`src/simd_unit_params.svh`:
```
// SIMD unit parameters
`ifndef SIMD_UNIT_PARAMS_SVH
`define SIMD_UNIT_PARAMS_SVH

// width of one packed lane
`define SIMD_LANE_W 32

// lanes per operand word
`define SIMD_LANES 2

// result forwarding buses
`define SIMD_NFWD 4

// retire cause for integer overflow
`define SIMD_RET_OVF 4'd5

// derived widths
`define SIMD_WORD_W (`SIMD_LANES * `SIMD_LANE_W)
`define SIMD_FLAG_W (2 * `SIMD_LANES)
`define SIMD_SEL_W 4
`define SIMD_RET_W 8

`endif

```
`src/simd_unit_pkg.sv`:
```
// SIMD unit types
`include "simd_unit_params.svh"

package simd_unit_pkg;

  typedef logic [`SIMD_LANE_W-1:0] lane_t;

  // lane 0 in the low half
  typedef logic [`SIMD_WORD_W-1:0] word_t;

  // 0 register, 1..4 live bus, 5..8 bus one edge back
  typedef logic [`SIMD_SEL_W-1:0] fwd_sel_t;

  typedef logic [`SIMD_LANES-1:0] lane_mask_t;

  // per lane {less, equal}, lane 0 low
  typedef logic [`SIMD_FLAG_W-1:0] flags_t;

  // {cause, 2'b00, lane mask}
  typedef logic [`SIMD_RET_W-1:0] ret_code_t;

  typedef enum logic [3:0] {
    OP_ADD   = 4'd0,
    OP_SUB   = 4'd1,
    OP_RSUB  = 4'd2,
    OP_AND   = 4'd4,
    OP_OR    = 4'd5,
    OP_XOR   = 4'd6,
    OP_ANDN  = 4'd7,
    OP_SWAP  = 4'd8,
    OP_DUPLO = 4'd9,
    OP_CMPEQ = 4'd10,
    OP_CMPLT = 4'd11
  } op_t;

endpackage

```
`src/exec_ctrl_if.sv`:
```
// decoded lane controls
interface exec_ctrl_if;
  logic       valid;
  logic       arith;
  logic       sub;
  logic       rsub;
  logic       logic_en;
  // low opcode bits, also selects lt for compares
  logic [1:0] logic_sel;
  logic       perm_swap;
  logic       perm_dup;
  logic       cmp;
  // 0 alu, 1 compare/permute
  logic       unit_sel;

  modport decoder (
    output valid, arith, sub, rsub, logic_en, logic_sel,
           perm_swap, perm_dup, cmp, unit_sel
  );

  modport lanes (
    input valid, arith, sub, rsub, logic_en, logic_sel,
          perm_swap, perm_dup, cmp, unit_sel
  );

endinterface

```
`src/operand_select.sv`:
```
// operand forwarding select
`include "simd_unit_params.svh"

module operand_select
  import simd_unit_pkg::*;
(
  input  logic     clk,
  input  logic     rst,
  input  word_t    a_reg,
  input  word_t    b_reg,
  input  fwd_sel_t a_sel,
  input  fwd_sel_t b_sel,
  input  word_t    fwd_bus [`SIMD_NFWD],
  output word_t    a_op,
  output word_t    b_op
);

  // bus values from the previous edge
  word_t fwd_hist [`SIMD_NFWD];

  function automatic word_t pick(fwd_sel_t sel, word_t reg_val);
    word_t val;
    val = reg_val;
    if (sel >= 1 && sel <= `SIMD_NFWD) begin
      val = fwd_bus[sel - 1];
    end else if (sel > `SIMD_NFWD && sel <= 2 * `SIMD_NFWD) begin
      val = fwd_hist[sel - `SIMD_NFWD - 1];
    end
    return val;
  endfunction

  always_ff @(posedge clk) begin
    if (rst) begin
      a_op <= '0;
      b_op <= '0;
      for (int i = 0; i < `SIMD_NFWD; i++) begin
        fwd_hist[i] <= '0;
      end
    end else begin
      a_op <= pick(a_sel, a_reg);
      b_op <= pick(b_sel, b_reg);
      // every bus sampled at every edge
      for (int i = 0; i < `SIMD_NFWD; i++) begin
        fwd_hist[i] <= fwd_bus[i];
      end
    end
  end

endmodule

```
`src/op_decode.sv`:
```
// opcode decode stage
module op_decode
  import simd_unit_pkg::*;
(
  input  logic clk,
  input  logic rst,
  input  logic issue_en,
  input  op_t  op,
  exec_ctrl_if.decoder ctrl
);

  always_ff @(posedge clk) begin
    if (rst) begin
      ctrl.valid     <= 1'b0;
      ctrl.arith     <= 1'b0;
      ctrl.sub       <= 1'b0;
      ctrl.rsub      <= 1'b0;
      ctrl.logic_en  <= 1'b0;
      ctrl.logic_sel <= 2'b00;
      ctrl.perm_swap <= 1'b0;
      ctrl.perm_dup  <= 1'b0;
      ctrl.cmp       <= 1'b0;
      ctrl.unit_sel  <= 1'b0;
    end else begin
      // one cycle per issued op
      ctrl.valid     <= issue_en;
      ctrl.arith     <= op inside {OP_ADD, OP_SUB, OP_RSUB};
      ctrl.sub       <= op inside {OP_SUB, OP_RSUB};
      ctrl.rsub      <= (op == OP_RSUB);
      ctrl.logic_en  <= op inside {OP_AND, OP_OR, OP_XOR, OP_ANDN};
      // position inside the group of four
      ctrl.logic_sel <= op[1:0];
      ctrl.perm_swap <= (op == OP_SWAP);
      ctrl.perm_dup  <= (op == OP_DUPLO);
      ctrl.cmp       <= op inside {OP_CMPEQ, OP_CMPLT};
      ctrl.unit_sel  <= op inside {OP_SWAP, OP_DUPLO, OP_CMPEQ, OP_CMPLT};
    end
  end

endmodule

```
`src/lane_alu.sv`:
```
// per-lane integer alu
`include "simd_unit_params.svh"

module lane_alu
  import simd_unit_pkg::*;
(
  input  word_t      a_op,
  input  word_t      b_op,
  exec_ctrl_if.lanes ctrl,
  output word_t      alu_res,
  output lane_mask_t ovf
);

  always_comb begin
    lane_t x;
    lane_t y;
    lane_t s;
    lane_t l;
    alu_res = '0;
    ovf = '0;
    for (int i = 0; i < `SIMD_LANES; i++) begin
      // rsub just swaps the operands
      x = ctrl.rsub ? b_op[i*`SIMD_LANE_W +: `SIMD_LANE_W] : a_op[i*`SIMD_LANE_W +: `SIMD_LANE_W];
      y = ctrl.rsub ? a_op[i*`SIMD_LANE_W +: `SIMD_LANE_W] : b_op[i*`SIMD_LANE_W +: `SIMD_LANE_W];
      s = ctrl.sub ? x - y : x + y;
      case (ctrl.logic_sel)
        2'd0:    l = x & y;
        2'd1:    l = x | y;
        2'd2:    l = x ^ y;
        default: l = x & ~y;
      endcase
      if (ctrl.arith) begin
        alu_res[i*`SIMD_LANE_W +: `SIMD_LANE_W] = s;
        // same effective signs in, different sign out
        ovf[i] = (x[`SIMD_LANE_W-1] == (y[`SIMD_LANE_W-1] ^ ctrl.sub)) &&
                 (s[`SIMD_LANE_W-1] != x[`SIMD_LANE_W-1]);
      end else if (ctrl.logic_en) begin
        alu_res[i*`SIMD_LANE_W +: `SIMD_LANE_W] = l;
      end
    end
  end

endmodule

```
`src/lane_cmp_perm.sv`:
```
// packed compare and permute
`include "simd_unit_params.svh"

module lane_cmp_perm
  import simd_unit_pkg::*;
(
  input  word_t      a_op,
  input  word_t      b_op,
  exec_ctrl_if.lanes ctrl,
  output word_t      cp_res,
  output flags_t     cmp_flags
);

  lane_t a_lo;
  lane_t a_hi;

  assign a_lo = a_op[`SIMD_LANE_W-1:0];
  assign a_hi = a_op[`SIMD_WORD_W-1:`SIMD_LANE_W];

  always_comb begin
    lane_t a_l;
    lane_t b_l;
    logic hit;
    cp_res = '0;
    cmp_flags = '0;
    for (int i = 0; i < `SIMD_LANES; i++) begin
      a_l = a_op[i*`SIMD_LANE_W +: `SIMD_LANE_W];
      b_l = b_op[i*`SIMD_LANE_W +: `SIMD_LANE_W];
      cmp_flags[2*i]   = (a_l == b_l);
      cmp_flags[2*i+1] = ($signed(a_l) < $signed(b_l));
      // odd position in the group is cmplt
      hit = ctrl.logic_sel[0] ? cmp_flags[2*i+1] : cmp_flags[2*i];
      if (ctrl.cmp) begin
        cp_res[i*`SIMD_LANE_W +: `SIMD_LANE_W] = {`SIMD_LANE_W{hit}};
      end
    end
    if (ctrl.perm_swap) begin
      cp_res = {a_lo, a_hi};
    end else if (ctrl.perm_dup) begin
      cp_res = {a_lo, a_lo};
    end
  end

endmodule

```
`src/writeback_retire.sv`:
```
// result writeback and retire
`include "simd_unit_params.svh"

module writeback_retire
  import simd_unit_pkg::*;
(
  input  logic       clk,
  input  logic       rst,
  input  word_t      alu_res,
  input  word_t      cp_res,
  input  lane_mask_t ovf,
  input  flags_t     cmp_flags,
  input  lane_mask_t ovf_enable,
  exec_ctrl_if.lanes ctrl,
  output word_t      result,
  output logic       result_valid,
  output flags_t     flags,
  output ret_code_t  ret_code,
  output logic       ret_en
);

  lane_mask_t ovf_q;

  always_ff @(posedge clk) begin
    if (rst) begin
      result       <= '0;
      result_valid <= 1'b0;
      flags        <= '0;
      ovf_q        <= '0;
      ret_code     <= '0;
      ret_en       <= 1'b0;
    end else begin
      result_valid <= ctrl.valid;
      if (ctrl.valid) begin
        result <= ctrl.unit_sel ? cp_res : alu_res;
      end
      // flags hold across non-compare ops
      if (ctrl.valid && ctrl.cmp) begin
        flags <= cmp_flags;
      end
      ovf_q <= ovf & ovf_enable & {`SIMD_LANES{ctrl.valid}};
      // retire one stage behind the result
      ret_en   <= |ovf_q;
      ret_code <= (|ovf_q) ? {`SIMD_RET_OVF, 2'b00, ovf_q} : '0;
    end
  end

endmodule

```
`src/simd_unit.sv`:
```
// packed integer execution unit
`include "simd_unit_params.svh"

module simd_unit
  import simd_unit_pkg::*;
(
  input  logic       clk,
  input  logic       rst,
  input  logic       issue_en,
  input  op_t        op,
  input  word_t      a_reg,
  input  word_t      b_reg,
  input  fwd_sel_t   a_sel,
  input  fwd_sel_t   b_sel,
  input  word_t      fwd_bus0,
  input  word_t      fwd_bus1,
  input  word_t      fwd_bus2,
  input  word_t      fwd_bus3,
  input  lane_mask_t ovf_enable,
  output word_t      result,
  output logic       result_valid,
  output flags_t     flags,
  output ret_code_t  ret_code,
  output logic       ret_en
);

  word_t      fwd_bus [`SIMD_NFWD];
  word_t      a_op;
  word_t      b_op;
  word_t      alu_res;
  word_t      cp_res;
  lane_mask_t ovf;
  flags_t     cmp_flags;

  exec_ctrl_if ctrl ();

  assign fwd_bus[0] = fwd_bus0;
  assign fwd_bus[1] = fwd_bus1;
  assign fwd_bus[2] = fwd_bus2;
  assign fwd_bus[3] = fwd_bus3;

  operand_select u_sel (
    .clk(clk), .rst(rst), .a_reg(a_reg), .b_reg(b_reg),
    .a_sel(a_sel), .b_sel(b_sel), .fwd_bus(fwd_bus), .a_op(a_op), .b_op(b_op)
  );

  op_decode u_dec (.clk(clk), .rst(rst), .issue_en(issue_en), .op(op), .ctrl(ctrl));

  lane_alu u_alu (.a_op(a_op), .b_op(b_op), .ctrl(ctrl), .alu_res(alu_res), .ovf(ovf));

  lane_cmp_perm u_cmp (
    .a_op(a_op), .b_op(b_op), .ctrl(ctrl), .cp_res(cp_res), .cmp_flags(cmp_flags)
  );

  writeback_retire u_wb (
    .clk(clk), .rst(rst), .alu_res(alu_res), .cp_res(cp_res), .ovf(ovf),
    .cmp_flags(cmp_flags), .ovf_enable(ovf_enable), .ctrl(ctrl),
    .result(result), .result_valid(result_valid), .flags(flags),
    .ret_code(ret_code), .ret_en(ret_en)
  );

endmodule

```
`config.mk`:
```
export PLATFORM = sky130hd
export DESIGN_NAME = simd_unit
export DESIGN_NICKNAME = d
export VERILOG_FILES = /design/src/simd_unit_pkg.sv /design/src/exec_ctrl_if.sv /design/src/operand_select.sv /design/src/op_decode.sv /design/src/lane_alu.sv /design/src/lane_cmp_perm.sv /design/src/writeback_retire.sv /design/src/simd_unit.sv
export VERILOG_INCLUDE_DIRS = /design/src
export SDC_FILE = /design/constraint.sdc
export NUM_CORES = 2
export LEC_CHECK = 0
export BUFFER_PORTS_ARGS = -buffer_cell sky130_fd_sc_hd__buf_2
export CORE_ASPECT_RATIO = 1.25
export CORE_MARGIN = 2
export CORE_UTILIZATION = 47
export DETAILED_ROUTE_END_ITERATION = 16
export GPL_TIMING_DRIVEN = 0
export PLACE_DENSITY = 0.65
export SLEW_MARGIN = 0
export SYNTH_ARGS = -nofsm -noshare
export SYNTH_HDL_FRONTEND = slang
export SYNTH_HIERARCHICAL = 1
export SYNTH_SLANG_ARGS = --single-unit
```
`constraint.sdc`:
```
create_clock -name clk -period 11.7 [get_ports clk]
set_input_delay 2.34 -clock clk [delete_from_list [all_inputs] [get_ports clk]]
set_output_delay 2.34 -clock clk [all_outputs]
set_load 0.01 [all_outputs]
```
Word-level counts from Yosys, hierarchy flattened --
Memory sizes are Yosys's and may differ from the RTL's. Index checks and enable logic that the tools add are counted. W data, S select, Z words.
Cells by class: bitwise operators 21, div/mod/pow operators 0, $mul 0, reductions and logical operators 16, $lt $le $gt $ge 12, add/subtract/negate cells 10, shift operators 0, eq/ne operators 18, mux-type cells 39
Operators with widths (number):
- $mux W64 | 15
- $mux W32 | 12
- $bmux W64 S2 | 2
- $pmux W32 S3 | 2
- $and A32 B32 Y32 | 4
- $ge A33 B3 Y1 const B | 2
- $not A32 Y33 | 2
- $add A32 B32 Y32 | 2
- $eq A32 B32 Y1 | 2
- $lt A32 B32 Y1 | 2
- $not A32 Y32 | 2
- $or A32 B32 Y32 | 2
- $sub A32 B32 Y32 | 2
- $xor A32 B32 Y32 | 2
- $eq A4 B3 Y1 const B | 4
- $eq A4 B4 Y1 const B | 4
- $sub A4 B1 Y5 const B | 2
- $ge A4 B1 Y1 const B | 2
- $gt A4 B3 Y1 const B | 2
- $le A4 B3 Y1 const B | 2
- $le A4 B4 Y1 const B | 2
- $reduce_bool A4 Y1 | 2
- $sub A2 B1 Y2 const B | 4
- $logic_and A1 B1 Y1 | 7
- other kinds (17) | 32
Word-level totals: latch bits 0, input port bits 401, bits in read-only memories 0, output and inout bits 78, memory bits (writable) 256, flip-flop bits (word level) 219, logic and storage cells 136, memories 1
Memory list:
- u_sel.fwd_hist | words 4, width 64, rd ports 2, clocked after Yosys merged registers in 0, wr ports 4, line operand_select.sv:19 | word_t fwd_hist [`SIMD_NFWD];

Depth between registers and ports, before layout --
depth in word-level cells 8, gate-level depth with buffers 26, mapped depth without buffers 20

Modules after synthesis --
Netlist, hierarchy kept.
Modules (own cells, without submodules):
- operand_select | area each 19750.2 µm², sequential area each 7687.4 µm², instances 1, cells each 1641
- lane_alu | area each 10057.1 µm², sequential area each 0.0 µm², instances 1, cells each 1418
- writeback_retire | area each 3213.1 µm², sequential area each 1481.4 µm², instances 1, cells each 323
- lane_cmp_perm | area each 2367.3 µm², sequential area each 0.0 µm², instances 1, cells each 364
- op_decode | area each 325.3 µm², sequential area each 220.2 µm², instances 1, cells each 25

Least setup slack after synthesis --
OpenSTA, ideal clock, no wires.
path type reg2reg, from reg u_dec.ctrl.rsub, to reg u_wb.ovf_q[0], setup time 0.060 ns, period minus slack after synthesis 5.551 ns, path slack 6.149 ns, buffers on the path 6, stages on the path, launching flop included 25, arrival time 5.492 ns, data required time 11.640 ns, cells stage by stage dfxtp_1 -> buf_6 -> buf_6 -> buf_6 -> buf_6 -> buf_2 -> buf_2 -> mux2i_1 -> ha_1 -> o221ai_2 -> o41ai_2 -> a21boi_2 -> and2b_2 -> a21boi_4 -> o21ai_1 -> xor2_1 -> ha_1 -> and4_1 -> and2_1 -> a221oi_1 -> o221ai_2 -> a221o_1 -> or3b_1 -> o2111ai_1 -> and3_1
On the way: word-level cells in the longest chain between the ends 8, elaborated cells on any way between the ends 12, those cells by class 2 x add/sub; 2 x eq/ne; 4 x mux; 3 x bitwise; 1 x reduce/logical
Ends and longest elaborated chain:
- from (decl) | line exec_ctrl_if.sv:17 | output valid, arith, sub, rsub, logic_en, logic_sel,
- from (signal assigned) | line op_decode.sv:29 | ctrl.rsub <= (op == OP_RSUB);
- $mux W32, on equally long branches | line lane_alu.sv:23, lane_alu.sv:24
- $add A32 B32 Y32 / $sub A32 B32 Y32 (equally long branches) | line lane_alu.sv:25 | s = ctrl.sub ? x - y : x + y;
- $mux W32 | line lane_alu.sv:25
- $ne A1 B1 Y1 | line lane_alu.sv:36 | (s[`SIMD_LANE_W-1] != x[`SIMD_LANE_W-1]);
- $logic_and A1 B1 Y1 * | line lane_alu.sv:35 | ovf[i] = (x[`SIMD_LANE_W-1] == (y[`SIMD_LANE_W-1] ^ ctrl.sub)) &&
- $mux W1 * | line lane_alu.sv:32 | if (ctrl.arith) begin
- net ovf[0] | line simd_unit.sv:32 | lane_mask_t ovf;
- $and A2 B2 Y2 * (2 in a row) | line writeback_retire.sv:41 | ovf_q <= ovf & ovf_enable & {`SIMD_LANES{ctrl.valid}};
- to (signal assigned) | line writeback_retire.sv:41
- to (decl) | line writeback_retire.sv:22 | lane_mask_t ovf_q;
The timed path passes the listed nets; every way through them passes the cells marked *. A chain may end at the register's enable or synchronous reset.

Worst setup path after layout --
from reg u_dec.ctrl.rsub, to reg u_wb.result[31]
On the way: word-level cells in the longest chain between the ends 7, elaborated cells on any way between the ends 14, those cells by class 2 x add/sub; 7 x mux; 5 x bitwise
Ends and longest elaborated chain:
- branches (longest 5 deep; another with $add A32 B32 Y32)
- $mux W32 * | line lane_alu.sv:32
- net alu_res[31] | line simd_unit.sv:30 | word_t alu_res;
- $mux W64 * | line writeback_retire.sv:35 | result <= ctrl.unit_sel ? cp_res : alu_res;
- to (signal assigned) | line writeback_retire.sv:35
- to (decl) | line writeback_retire.sv:15 | output word_t result,
Mark *: on every way through the listed nets, which the timed path passes.

==> run metrics <==
async set-reset flop share out of synthesis 0; grt ovf 0; Die ar. 0.07822 mm2; Yosys top cell by area dfxtp_1; Slowest cell on crit path o41ai_2; placed wire-length estimate 135.3 mm; category of the worst setup path launch point register; CTS sink cnt 469; final non-filler cell total 5347; #FFs+latches synth 469; number of port buffers 474; FMAX 128.9 MHz; CTS H-tree depth 2; top-count cell post-synth dfxtp_1; number of antenna violations at the first check in global routing 41; Rel. slew slack 0.06307; final core occ 0.5434; setup tns final 0 ns; GP Congestion ~1.1; hold path startpoint u_wb/ovf_q[0]$_SDFF_PP0_; CTS max path bufs 3; postcts setup bufs 0; Fin Clk Skew 0.03734 ns; CP Max Fanout 10; clock latency on the worst-skew pair about 0.64 ns; mean routed wirelength per cell around 31 um; largest net degree at the start of global routing 15; DRC marker count from the first detailed-route iteration around 3600; CTS tree done; Die H 312.2 um; Initial Util 0.4721; Top FF cell, synth dfxtp_1; number of distinct library cells after synthesis 107; crit end category register; RR Startpoint u_dec/ctrl.rsub$_SDFF_PP0_; synthesis-to-layout area growth 15.09%; Pleak 16.26 nW; FF-to-FF path depth 25; Synth top area share 0.2629; Hold Path Stages 2; Synth area leaders dfxtp_1 (26%), mux4_2 (14%), ha_1 (7.0%); CTS Hold Buffers Added 0; cell repeated most along the worst path buf_6; critical path class register to register; DP Worst Slack 4.280 ns; ANT nets after route 0; status complete, no violations; Mapped Area 0.03571 mm2; number of synthesized flops with an enable pin 0; Required @ worst endpoint 12.16 ns; routed wire length between 150 and 200 mm; nets@finish 4903; Global Route Usage Sum 0.4168; FF/Latch Area roughly 0.0094 mm2; TritonCTS Buffers 50; Cells after DPL approximately 5200; I/O pin cnt roughly 480; register area share after synthesis 0.2629; Gate Count Post-Synth 3771; Critical Path AT 8.22 ns; post-layout minimum cycle time 7.759 ns; Die Span X about 250 um; PnR worst setup slack ~3.9 ns; top cells by count, synth dfxtp_1 (469), nor2b_1 (273), o21ai_0 (241); row count 113; RSZ-0062 raised after global routing false; fill cell count 7138; vias 35060; core area 0.07564 mm2; max cap viols 0; drt first pass iters 6; Via density 6.558; clk slew on worst S/H paths 0.06 ns; final setup vio count 0; Critical R2R Capture u_wb/result[31]$_SDFFE_PP0P_; Final period util 0.6631; Hold Path End u_wb/ret_code[4]$_SDFF_PP0_; CTS root buf clkbuf_16; first-pass GRT wire length about 240 mm; post-synthesis area per instance around 9.5 um2; Slew @ Worst Pin 1.399 ns; Hold Path Class register to register; Max VDD drop about 0.12 mV; DRC violations left 0; area of the multi-input gates 0.02384 mm2; Pwr Density 126.4 mW/mm2; Fin. Hold Viols 0; synth warn 6; # resized after CTS 0; Max Transition Viols Final 0; vias in the first global route 34010; layout cells sized above 1 0.2357; R2R Setup Slk around 3.9 ns; slowest stage delay, CP roughly 0.59 ns
critical path: cells and delay by family, from the launching register on:
| family | cells | cell delay [ns] |
|---|---|---|
| adder cells (fa/ha/maj) | 2 | 0.71 |
| buffers and inverters | 6 | 1.72 |
| multiplexers | 2 | 0.82 |
| AO/OA/AOI/OAI | 10 | 2.82 |
| XOR/XNOR | 2 | 0.43 |
| flip-flops | 1 | 0.42 |
| AND/OR/NAND/NOR | 3 | 0.64 |
report_power, final:
part	switching, mW	total (mW)	internal [mW]
clock network	0.714	1.64	0.926
logic	1.01	1.69	0.679
registers	0.161	1.86	1.70
cells by family after synthesis:
kind of cell / Yosys count / synth area share
flip-flops: 469 / 0.2629
multiplexers: 448 / 0.2210
XOR/XNOR: 172 / 0.04292
adder cells (fa/ha/maj): 201 / 0.07084
AO/OA/AOI/OAI: 877 / 0.1648
other: 1 / 0.0001050
AND/OR/NAND/NOR: 1094 / 0.1674
buffers and inverters: 509 / 0.07010
worst max path at each step:
stage,from,end,slack [ns],cells past startpoint
2_1_floorplan,u_dec/ctrl.rsub$_SDFF_PP0_,u_wb/ovf_q[0]$_SDFF_PP0_,6.15,24
3_3_place_gp,u_dec/ctrl.rsub$_SDFF_PP0_,u_wb/result[31]$_SDFFE_PP0P_,4.22,25
3_5_place_dp,u_dec/ctrl.rsub$_SDFF_PP0_,u_wb/result[31]$_SDFFE_PP0P_,4.28,25
4_1_cts,u_dec/ctrl.rsub$_SDFF_PP0_,u_wb/result[31]$_SDFFE_PP0P_,4.20,25
5_1_grt,u_dec/ctrl.rsub$_SDFF_PP0_,u_wb/result[26]$_SDFFE_PP0P_,3.80,24
6_report,u_dec/ctrl.rsub$_SDFF_PP0_,u_wb/result[31]$_SDFFE_PP0P_,3.94,25
final cells by class:
class                      instances  area share
timing repair buffer             475     0.05808
multi-input combinational       2796      0.5800
tap                              977     0.02974
antenna                           30    0.001826
clock buffer                      70     0.03571
buffer                           345     0.04593
sequential                       469      0.2284
inverter                         164     0.01498
clock inverter                    21    0.005358
sequential cells by signal (all words and copies together), names as in the netlist:
register / flops
u_dec/ctrl.perm_swap: 1
u_dec/ctrl.valid: 1
u_sel/fwd_hist: 256
u_dec/ctrl.logic_sel: 2
u_dec/ctrl.logic_en: 1
u_sel/a_op: 64
u_dec/ctrl.sub: 1
u_wb/result_valid: 1
u_wb/result: 64
u_sel/b_op: 64
u_wb/ovf_q: 2
u_wb/ret_code: 3
u_dec/ctrl.cmp: 1
u_wb/flags: 4
u_dec/ctrl.unit_sel: 1
u_dec/ctrl.perm_dup: 1
u_dec/ctrl.rsub: 1
u_dec/ctrl.arith: 1
cells in the final DEF, fill, tap and decap left out, types with 18 or more instances in the layout:
master     synthesis  layout
a211oi_1          75      75
a21o_1            22      22
a21oi_1          191     191
a221o_1           29      29
a311oi_1         136     136
buf_2             84     558
buf_4             18      18
buf_6             36      36
clkbuf_1         175     182
clkbuf_16          0      51
dfxtp_1          469     469
diode_2            0      30
ha_1             199     199
inv_1            162     162
mux2i_1          172     172
mux4_1            34      34
mux4_2           222     222
nand2_1          169     169
nand3_1          161     161
nand4_1           21      21
nor2_1           154     154
nor2b_1          273     273
nor3_1            80      80
nor4_1           130     130
o21ai_0          241     241
o22ai_1           33      33
xnor2_1          101     101
xor2_1            69      69
routing by layer:
metal  up-vias  GRT usage  share of wire
li1      15350          -              -
met4        30     0.2948          0.082
met2      2152     0.6775           0.46
met1     16950     0.4746           0.36
met5         -          0         0.0012
met3       583     0.1143           0.10
metrics by stage:
stage               power (mW)  hold WS [ns]  cell area [um2]
floorplan                2.899        0.4270            35720
global placement         3.503        0.4415            39320
CTS                      5.140        0.4621            41030
global route             5.364        0.4749            41070
finish                   5.195        0.4629            41100
detailed placement       3.517        0.4474            39340
No activity file was read; power rests on OpenSTA's default activity.
